<file path="src/hdl/fetch_defs.svh">
// ====================================================================
// Widths, line shape, cache depth and reset address of the fetch
// front end. Included by the package and by every module using them
// ====================================================================

`ifndef FETCH_DEFS_SVH
`define FETCH_DEFS_SVH

// Width of a byte address
`define FETCH_ADDR_W 32

// Width of one instruction word
`define FETCH_INSN_W 32

// Instruction words held in one fetch line
`define FETCH_SLOTS 4

// Bytes in one fetch line and the step of the program counter
`define FETCH_LINE_BYTES 16

// Cache index bits giving 16 lines
`define FETCH_IDX_W 4

// Width of the stream number that tags each fetch path
`define FETCH_STREAM_W 3

// Fetch address after reset
`define FETCH_RST_PC 32'h0000_0100

// No-operation word used to fill squashed groups
`define FETCH_NOP 32'h0000_0013

`endif

</file>
<file path="src/hdl/fetch_pkg.sv">
// ====================================================================
// Shared types of the fetch front end used by the RTL and testbench
// ====================================================================

`default_nettype none

`include "fetch_defs.svh"

package fetch_pkg;

	// Byte address of an instruction or a fetch line
	typedef logic [`FETCH_ADDR_W-1:0] fetch_addr_t;

	// One instruction word
	typedef logic [`FETCH_INSN_W-1:0] insn_t;

	// A whole fetch line with slot 0 in the low bits
	typedef insn_t [`FETCH_SLOTS-1:0] fetch_line_t;

	// Stream number that changes on every redirect
	typedef logic [`FETCH_STREAM_W-1:0] stream_t;

	// Tagged fetch address as produced by the address generator
	typedef struct packed {
		fetch_addr_t pc;
		stream_t     stream;
	} fetch_pc_t;

	// One line write into the instruction cache
	typedef struct packed {
		fetch_addr_t addr;
		fetch_line_t line;
	} cache_fill_t;

	// Registered fetch group handed on to decode
	typedef struct packed {
		fetch_addr_t              pc0;
		fetch_addr_t              pc1;
		fetch_addr_t              pc2;
		fetch_addr_t              pc3;
		stream_t                  stream;
		fetch_line_t              line;
		logic [`FETCH_SLOTS-1:0]  slot_valid;
		logic                     hit;
	} fetch_group_t;

endpackage

`default_nettype wire

</file>
<file path="src/hdl/fetch_front_top.sv">
// ====================================================================
// Fetch front end top level. Connects the address generator, the
// instruction cache and the fetch pipeline register
// ====================================================================

`timescale 1ns/1ps
`default_nettype none

module fetch_front_top import fetch_pkg::*; (
	input  logic         clk,
	input  logic         rst,
	input  logic         fill_valid_i,
	input  cache_fill_t  fill_i,
	input  logic         inv_i,
	input  logic         redirect_i,
	input  fetch_addr_t  redirect_pc_i,
	input  logic         flush_i,
	input  logic         stall_i,
	output fetch_group_t group_o
);

	// Tagged address shared by the cache lookup and the fetch stage
	fetch_pc_t   fetch_pc;
	// Cache result for the current address
	fetch_line_t ic_line;
	logic        ic_hit;

	fetch_pc_gen fetch_pc_gen_i (
		.clk           (clk),
		.rst           (rst),
		.stall_i       (stall_i),
		.redirect_i    (redirect_i),
		.redirect_pc_i (redirect_pc_i),
		.pc_o          (fetch_pc)
	);

	// The cache keeps accepting fills while the front end is stalled
	fetch_icache fetch_icache_i (
		.clk          (clk),
		.rst          (rst),
		.fill_valid_i (fill_valid_i),
		.fill_i       (fill_i),
		.inv_i        (inv_i),
		.lookup_pc_i  (fetch_pc.pc),
		.line_o       (ic_line),
		.hit_o        (ic_hit)
	);

	fetch_stage fetch_stage_i (
		.clk        (clk),
		.rst        (rst),
		.stall_i    (stall_i),
		.flush_i    (flush_i),
		.redirect_i (redirect_i),
		.pc_i       (fetch_pc),
		.line_i     (ic_line),
		.hit_i      (ic_hit),
		.group_o    (group_o)
	);

endmodule

`default_nettype wire

</file>
<file path="src/hdl/fetch_icache.sv">
// ====================================================================
// Direct-mapped instruction line store with tags and valid bits.
// Lookup is combinational and a fill is seen from the next cycle
// ====================================================================

`timescale 1ns/1ps
`default_nettype none

`include "fetch_defs.svh"

module fetch_icache import fetch_pkg::*; (
	input  logic        clk,
	input  logic        rst,
	input  logic        fill_valid_i,
	input  cache_fill_t fill_i,
	input  logic        inv_i,
	input  fetch_addr_t lookup_pc_i,
	output fetch_line_t line_o,
	output logic        hit_o
);

	// Byte offset bits inside a line
	localparam int OFF_W = $clog2(`FETCH_LINE_BYTES);
	// Tag covers every address bit above the index
	localparam int TAG_W = `FETCH_ADDR_W - `FETCH_IDX_W - OFF_W;
	localparam int LINES = 1 << `FETCH_IDX_W;

	// ==================================================================
	// Storage
	// ==================================================================

	fetch_line_t            line_mem [LINES];
	logic [TAG_W-1:0]       tag_mem [LINES];
	logic [LINES-1:0]       valid;

	logic [`FETCH_IDX_W-1:0] fill_idx;
	logic [TAG_W-1:0]        fill_tag;
	logic [`FETCH_IDX_W-1:0] look_idx;
	logic [TAG_W-1:0]        look_tag;

	// Split both addresses into index and tag
	always_comb begin
		fill_idx = fill_i.addr[OFF_W +: `FETCH_IDX_W];
		fill_tag = fill_i.addr[`FETCH_ADDR_W-1 -: TAG_W];
		look_idx = lookup_pc_i[OFF_W +: `FETCH_IDX_W];
		look_tag = lookup_pc_i[`FETCH_ADDR_W-1 -: TAG_W];
	end

	// Line data and tag are written together on every fill
	always_ff @(posedge clk) begin
		if (fill_valid_i) begin
			line_mem[fill_idx] <= fill_i.line;
			tag_mem[fill_idx] <= fill_tag;
		end
	end

	// Invalidate clears every entry first and a fill in the same cycle
	// then sets its own bit again, so the new line survives
	always_ff @(posedge clk) begin
		if (rst)
			valid <= '0;
		else begin
			if (inv_i)
				valid <= '0;
			if (fill_valid_i)
				valid[fill_idx] <= 1'b1;
		end
	end

	// ==================================================================
	// Lookup
	// ==================================================================

	// Zero-latency read of the indexed entry
	always_comb begin
		line_o = line_mem[look_idx];
		hit_o = valid[look_idx] && (tag_mem[look_idx] == look_tag);
	end

endmodule

`default_nettype wire

</file>
<file path="src/hdl/fetch_pc_gen.sv">
// ====================================================================
// Fetch address generator. Steps one line per unstalled cycle and
// loads a line-aligned target with a new stream number on redirect
// ====================================================================

`timescale 1ns/1ps
`default_nettype none

`include "fetch_defs.svh"

module fetch_pc_gen import fetch_pkg::*; (
	input  logic        clk,
	input  logic        rst,
	input  logic        stall_i,
	input  logic        redirect_i,
	input  fetch_addr_t redirect_pc_i,
	output fetch_pc_t   pc_o
);

	// Mask that clears the byte offset inside a line
	localparam fetch_addr_t LINE_MASK = ~fetch_addr_t'(`FETCH_LINE_BYTES - 1);

	fetch_addr_t next_seq_pc;
	fetch_addr_t aligned_target;

	// Next sequential line address
	always_comb
		next_seq_pc = pc_o.pc + fetch_addr_t'(`FETCH_LINE_BYTES);

	// Redirect targets may point inside a line so drop the offset
	always_comb
		aligned_target = redirect_pc_i & LINE_MASK;

	// ==================================================================
	// Address register
	// ==================================================================

	// Redirect wins over stall so a mispredict is never held back
	// The stream number wraps modulo 8 through its natural width
	always_ff @(posedge clk) begin
		if (rst) begin
			pc_o.pc <= `FETCH_RST_PC;
			pc_o.stream <= '0;
		end
		else if (redirect_i) begin
			pc_o.pc <= aligned_target;
			pc_o.stream <= pc_o.stream + stream_t'(1);
		end
		else if (!stall_i) begin
			// Stream stays the same on the sequential path
			pc_o.pc <= next_seq_pc;
		end
	end

endmodule

`default_nettype wire

</file>
<file path="src/hdl/fetch_stage.sv">
// ====================================================================
// Fetch pipeline register. Builds the group of slot addresses, line,
// stream and valid bits and squashes it on miss, flush or redirect
// ====================================================================

`timescale 1ns/1ps
`default_nettype none

`include "fetch_defs.svh"

module fetch_stage import fetch_pkg::*; (
	input  logic         clk,
	input  logic         rst,
	input  logic         stall_i,
	input  logic         flush_i,
	input  logic         redirect_i,
	input  fetch_pc_t    pc_i,
	input  fetch_line_t  line_i,
	input  logic         hit_i,
	output fetch_group_t group_o
);

	// Bytes taken by one instruction word
	localparam int INSN_BYTES = `FETCH_INSN_W / 8;

	// Line of no-operation words that replaces a squashed fetch
	localparam fetch_line_t NOP_LINE = {`FETCH_SLOTS{insn_t'(`FETCH_NOP)}};

	// Address of a given slot within the line starting at base
	function automatic fetch_addr_t slot_pc(input fetch_addr_t base, input int slot);
		slot_pc = base + fetch_addr_t'(slot * INSN_BYTES);
	endfunction

	logic         load;
	logic         squash;
	fetch_group_t next_group;
	fetch_group_t rst_group;

	// ==================================================================
	// Group construction
	// ==================================================================

	// The register moves when not stalled, and a redirect or flush
	// still gets through a stall so the wrong path is dropped at once
	always_comb begin
		load = !stall_i || flush_i || redirect_i;
		squash = !hit_i || flush_i || redirect_i;
	end

	// Next group from the presented address and the cache lookup
	always_comb begin
		next_group.pc0 = slot_pc(pc_i.pc, 0);
		next_group.pc1 = slot_pc(pc_i.pc, 1);
		next_group.pc2 = slot_pc(pc_i.pc, 2);
		next_group.pc3 = slot_pc(pc_i.pc, 3);
		next_group.stream = pc_i.stream;
		next_group.hit = hit_i;
		if (squash) begin
			next_group.line = NOP_LINE;
			next_group.slot_valid = '0;
		end
		else begin
			next_group.line = line_i;
			next_group.slot_valid = '1;
		end
	end

	// Empty group at the reset address
	always_comb begin
		rst_group.pc0 = slot_pc(`FETCH_RST_PC, 0);
		rst_group.pc1 = slot_pc(`FETCH_RST_PC, 1);
		rst_group.pc2 = slot_pc(`FETCH_RST_PC, 2);
		rst_group.pc3 = slot_pc(`FETCH_RST_PC, 3);
		rst_group.stream = '0;
		rst_group.line = NOP_LINE;
		rst_group.slot_valid = '0;
		rst_group.hit = 1'b0;
	end

	// ==================================================================
	// Pipeline register
	// ==================================================================

	// Holds its value under stall so no group is lost or repeated
	always_ff @(posedge clk) begin
		if (rst)
			group_o <= rst_group;
		else if (load)
			group_o <= next_group;
	end

endmodule

`default_nettype wire

</file>
<file path="config.mk">
export PLATFORM = sky130hd
export DESIGN_NAME = fetch_front_top
export DESIGN_NICKNAME = d
export VERILOG_FILES = /design/src/hdl/fetch_pkg.sv /design/src/hdl/fetch_front_top.sv /design/src/hdl/fetch_icache.sv /design/src/hdl/fetch_pc_gen.sv /design/src/hdl/fetch_stage.sv
export VERILOG_INCLUDE_DIRS = /design/src /design/src/hdl
export SDC_FILE = /design/constraint.sdc
export NUM_CORES = 2
export LEC_CHECK = 0
export CORE_MARGIN = 2
export CORE_UTILIZATION = 39
export CTS_CLUSTER_DIAMETER = 80
export DETAILED_ROUTE_END_ITERATION = 8
export DONT_BUFFER_PORTS = 1
export SLEW_MARGIN = 40
export SYNTH_ARGS = -nofsm -noshare
export SYNTH_HDL_FRONTEND = slang
export SYNTH_SLANG_ARGS = --single-unit
</file>
<file path="constraint.sdc">
create_clock -name clk -period 12.3 [get_ports clk]
set_input_delay 1.23 -clock clk [delete_from_list [all_inputs] [get_ports clk]]
set_output_delay 1.23 -clock clk [all_outputs]
set_load 0.02 [all_outputs]
</file>
# Word level (Yosys, flattened, before mapping)
# Memory sizes are Yosys's and may differ from the RTL's. A register that Yosys moved wholly into a read port is not among the register bits.
# Cells that the tools add are included.
# word_totals
register_bits	315
ram_bits	2432
inputBits	199
output_inout_bits	264
word_cells	53
memories	2
# mem_list
name	words	width	rd	rd_ports_with_merged_regs	wr	line	rtl
fetch_icache_i.line_mem	16	128	1	1	1	fetch_icache.sv:32	fetch_line_t line_mem [LINES];
fetch_icache_i.tag_mem	16	24	1	1	1	fetch_icache.sv:33	logic [TAG_W-1:0] tag_mem [LINES];
# classes
addsub	5
order_cmp	3
n_eq_ne	2
muxes	16
n_bitwise	1
n_reduce_logical	9
# op_table
operator	n
132-bit two-way mux	1
32-bit by 4-bit adder with 32-bit output (second input constant)	2
32-bit two-way mux	2
16-bit two-way mux	3
32-bit by 3-bit adder with 32-bit output (second input constant)	1
32-bit by 5-bit adder with 32-bit output (second input constant)	1
24-bit equality test	1
4-bit two-way mux	4
16-bit bitwise OR	1
4-bit by 5-bit less-than comparator with 1-bit output (second input constant)	2
1-bit binary-select mux with 4-bit select	1
1-bit demux with 4-bit select	1
4-bit by 1-bit >= comparator with 1-bit output (second input constant)	1
1-bit logical OR	4
1-bit two-way mux	4
3-bit by 1-bit adder with 3-bit output (second input constant)	1
1-bit logical AND	2
1-bit zero test	2
2-bit inequality test (second input constant)	1
2-bit OR reduction	1

# Depth between registers and ports, before layout
# depth
depth_word	7
ltp_mapped	16
depth_no_buf	9

# Hierarchy
# From an unflattened synthesis, not the netlist that was laid out.
# unflattened
cells_unflattened	5130
hier_area_um2	104701.7
# modules_own_cells
module	n_inst	cells_each	area_per_inst_um2	seq_area_each_um2
fetch_icache	1	3712	92600.1	73350.3
fetch_stage	1	1190	10166.0	5064.9
fetch_pc_gen	1	228	1935.6	620.6

# Worst setup path after synthesis
# No wires, ideal clock.
# synth_timing
kind	input-to-reg
startpoint	in fill_i[133] in the netlist's numbering
endpoint	mem fetch_icache_i.line_mem[0][0] in the netlist's numbering (enable)
setup_ps	854
arrival_time_ps	12042
required_ps	11446
path_slack_ps	-596
stages	2
path_buffers	0
cell_sequence	or3b_2 -> nor3_1
# synth_lines
item	line	rtl
from (decl)	fetch_front_top.sv:13	input cache_fill_t fill_i,
to (decl)	fetch_icache.sv:32	
# Straight into the memory's write port.

==> impl_metrics.toml <==
[sta]
slew_headroom_pct = 37.94
max_freq_ghz = 0.2015
hold_viol = 0
slew_viol_final = 0
timing.setup.tns_ns = 0
setup_viol = 0
skew_ns = 0.07483
fin_crit_sh_pct = 40.36
min_period_ns = 4.964
rsz0062_at_grt = "no"
tightest_slew_ns = 0.9309

[final_layout]
nNetsFinal = 5122
drive_gt1_share_pct = 23.78
area_delta_synth_final_pct = 12.73
final_cell_count_no_fill = 8526

[yosys]
yosysSeqAreaShare_pct = 76.49
netlist_area_mm2 = 0.1010
synth_cells = 4879
yosys.cell_types.count = 71
yosysWarnings = 0
synth_ff_type = "edfxtp_1"
synth_seq_cells = 2644
async_reset_ff_share_pct = 0
syn_avg_cell_area_um2 = 20.71
synth-edff-count = 2432

[detailed_routing]
wl_per_cell_um = 29.46
drt-initial-drc-count = 4586
dr_total_vias = 47910
ant_nets = 0
drcViolationCount = 0
routed_wl_um = 251200
via_per_inst = 5.619
drt-pass1-iter-count = 6

[critical_path]
cp-start-kind = "register"
r2r-end = "fetch_stage_i.group_o[41]"
endpoint_kind = "register"
cp_common_cell = "buf_6"
path_cells = "buf_6, buf_6, mux2i_1, o22ai_1, a32oi_1, o21ai_0, a2111oi_0, nor4b_2, nand4_1, buf_4, buf_6, o22a_1"
cp.arrival_ns = 5.75
critPathMaxFanout = 54
reg2reg_slack_ns = 7.34
required_ns = 13.09
max_stage_delay_ns = 0.65
r2r_cells = 12
worst-setup-path-type = "reg -> reg"
cpMaxStageDelayCell = "dfxtp_4"

[clocking]
h-tree-depth = 5
numCtsBuffers = 294
cts_buffer_depth = 4
cts_sinks = 2644
clkSlewWorstSetupHoldPaths_ns = 0.06
root_buffer = "clkbuf_16"
insertion_delay_ns = 0.95
cts_resized = 0
ctsHoldBuffers = 0
cts_tree = "built"
post-cts-setup-buffer-count = 0

[global_route]
grt_pass1_wl_um = 359000
first_global_vias = 49510
grt_max_degree = 103
grtUsageMet2_pct = 30.64
antenna_found_initial = 8
grt_usage_pct = 18.98
grt-ovfl-total = 0
use_met1_pct = 25.51
use_met3_pct = 5.096
busiest_layer = "met2"

[hold_path]
min_from = "fill_i[65]"
hp-class = "in -> reg"
worstHoldEndpoint = "fetch_icache_i.line_mem[9][65]"
holdPathStages = 0

[outcome]
status = "completed"

[floorplanning]
core_area_mm2 = 0.2572
rows = 186
io-pin-count = 463
die_height_um = 513.0
die_w_um = 513.0
start_util_pct = 39.28
die_area_mm2 = 0.2631

[run]
drv_cap = 0

[place]
dp_hpwl_um = 129200
portBuffers = 0
placed_cells_incl_taps = 8006
routabilityCongestion = 0.7869

[pwr]
finalPower_uw = 19320
peakVddDrop_mv = 0.1406
powerDensity_mw_per_mm2 = 169.6
p_leak_uw = 0.03494
synth_stat cells, types with 3 or more instances:
cell | count | area (um^2)
inv_1 | 18 | 67.56
a211oi_1 | 15 | 112.6
nor2b_1 | 14 | 87.58
xor2_1 | 10 | 87.58
o22a_1 | 12 | 105.1
dfxtp_1 | 212 | 4244
and3_1 | 8 | 50.05
nor4_1 | 8 | 50.05
edfxtp_1 | 2432 | 73030
mux2i_1 | 115 | 1151
o22ai_1 | 9 | 56.30
o21ai_0 | 129 | 645.6
a22o_1 | 6 | 52.55
a21o_1 | 3 | 22.52
a311o_1 | 10 | 100.1
buf_1 | 32 | 120.1
nand4_1 | 8 | 50.05
nand2_1 | 432 | 1622
or3_1 | 11 | 68.82
or4_1 | 3 | 22.52
mux2_2 | 19 | 214.0
buf_4 | 118 | 885.9
a211o_1 | 4 | 35.03
clkbuf_1 | 153 | 574.3
buf_2 | 60 | 300.3
o31a_1 | 3 | 26.28
xnor2_1 | 30 | 262.8
o211ai_1 | 3 | 22.52
nand2b_1 | 20 | 125.1
mux4_2 | 670 | 15090
o21ai_1 | 7 | 35.03
buf_6 | 5 | 56.30
a31oi_1 | 4 | 25.02
a22oi_1 | 18 | 135.1
and2_1 | 13 | 81.33
a21oi_1 | 66 | 330.3
nor3_1 | 7 | 35.03
nor2_1 | 83 | 311.6
a2111oi_0 | 3 | 26.28
nand3_1 | 66 | 330.3
stage by stage:
stage               worst slack (ns)  hold WS [ns]  utilization [%]  area (um^2)
floorplan                      3.511        0.4331                -       101100
global placement               6.224        0.4393            40.56       104300
detailed placement             7.129        0.4428            40.71       104700
CTS                            7.116        0.2977            44.25       113800
global route                   6.922        0.3090            44.28       113900
finish                         7.336        0.3688            44.29       113900
metal layers:
| metal | part of all wire (%) | vias to the layer above |
|---|---|---|
| met5 | 0 | - |
| met4 | 2.4 | 0 |
| met3 | 8.4 | 385 |
| met2 | 48 | 1751 |
| met1 | 41 | 25850 |
| li1 | - | 19920 |
layout by cell type, fill, tap and decap left out, types with 6 or more instances in the layout:
cell and n:
a211oi_1 15, a21oi_1 66, a22o_1 6, a22oi_1 18, a311o_1 10, and2_1 13, and3_1 8, buf_12 15
buf_4 37, buf_6 44, bufinv_16 16, clkbuf_1 72, clkbuf_16 304, clkbuf_8 14, clkinv_1 54, clkinv_2 39
conb_1 16, dfxtp_1 200, dfxtp_2 8, edfxtp_1 2432, inv_1 9, inv_8 7, mux2_2 19, mux2i_1 115
mux4_2 670, nand2_1 431, nand2b_1 19, nand3_1 66, nand4_1 8, nor2_1 73, nor2_4 9, nor2b_1 13
nor4_1 7, o21ai_0 129, o21ai_1 7, o22a_1 12, o22ai_1 9, or3_1 11, xnor2_1 30, xor2_1 10
logic make-up after synthesis:
family	after synthesis	share of synthesized area [%]
xor gates and xnor gates	40	0.3468
other	2	0.007434
adders and majority gates	2	0.02477
and+or+nand+nor	685	2.908
AOI/OAI and AO/OA	312	1.890
buffers and inverters	388	2.003
DFF	2644	76.49
muxes	806	16.33
critical path, delay by kind of cell (launching register included):
| family | cells | cell delay [ns] |
|---|---|---|
| flops | 1 | 0.65 |
| mux | 1 | 0.31 |
| buf+inv | 4 | 1.79 |
| simple gates | 2 | 0.60 |
| compound gates | 5 | 1.35 |
report_power, final:
part           switching [uW]  internal (uW)
Combinational             475            433
Sequential               85.7          10000
Clock                    3390           4940
Total                    3950          15400
registers in the layout (all words and copies together) (netlist names), named ones only:
register	cells
fetch_icache_i.valid	16
fetch_stage_i.group_o	161
fetch_icache_i.tag_mem	384
fetch_icache_i.line_mem	2048
fetch_pc_gen_i.pc_o	31
how the worst max path moves through the flow:
stage / startpoint / end / slack [ns]
finish: register / fetch_stage_i.group_o[41] / 7.34
global route: register / fetch_stage_i.group_o[19] / 6.92
CTS: register / fetch_stage_i.group_o[40] / 7.12
detailed placement: register / fetch_stage_i.group_o[40] / 7.13
global placement: register / fetch_stage_i.group_o[103] / 6.22
floorplan: fill_i[133] / fetch_icache_i.line_mem[4][0] / 3.51
area by class of cell:
| class | instances | area (um^2) |
|---|---|---|
| Antenna cell | 4 | 10.01 |
| Clock buffer | 391 | 8075 |
| Inverter | 19 | 146.4 |
| Tap cell | 3384 | 4234 |
| Timing Repair Buffer | 101 | 1211 |
| Fill cell | 21540 | 143300 |
| Multi-Input combinational cell | 1861 | 21880 |
| Clock inverter | 122 | 1026 |
| Sequential cell | 2644 | 77300 |
(Power assumes the default switching activity.)
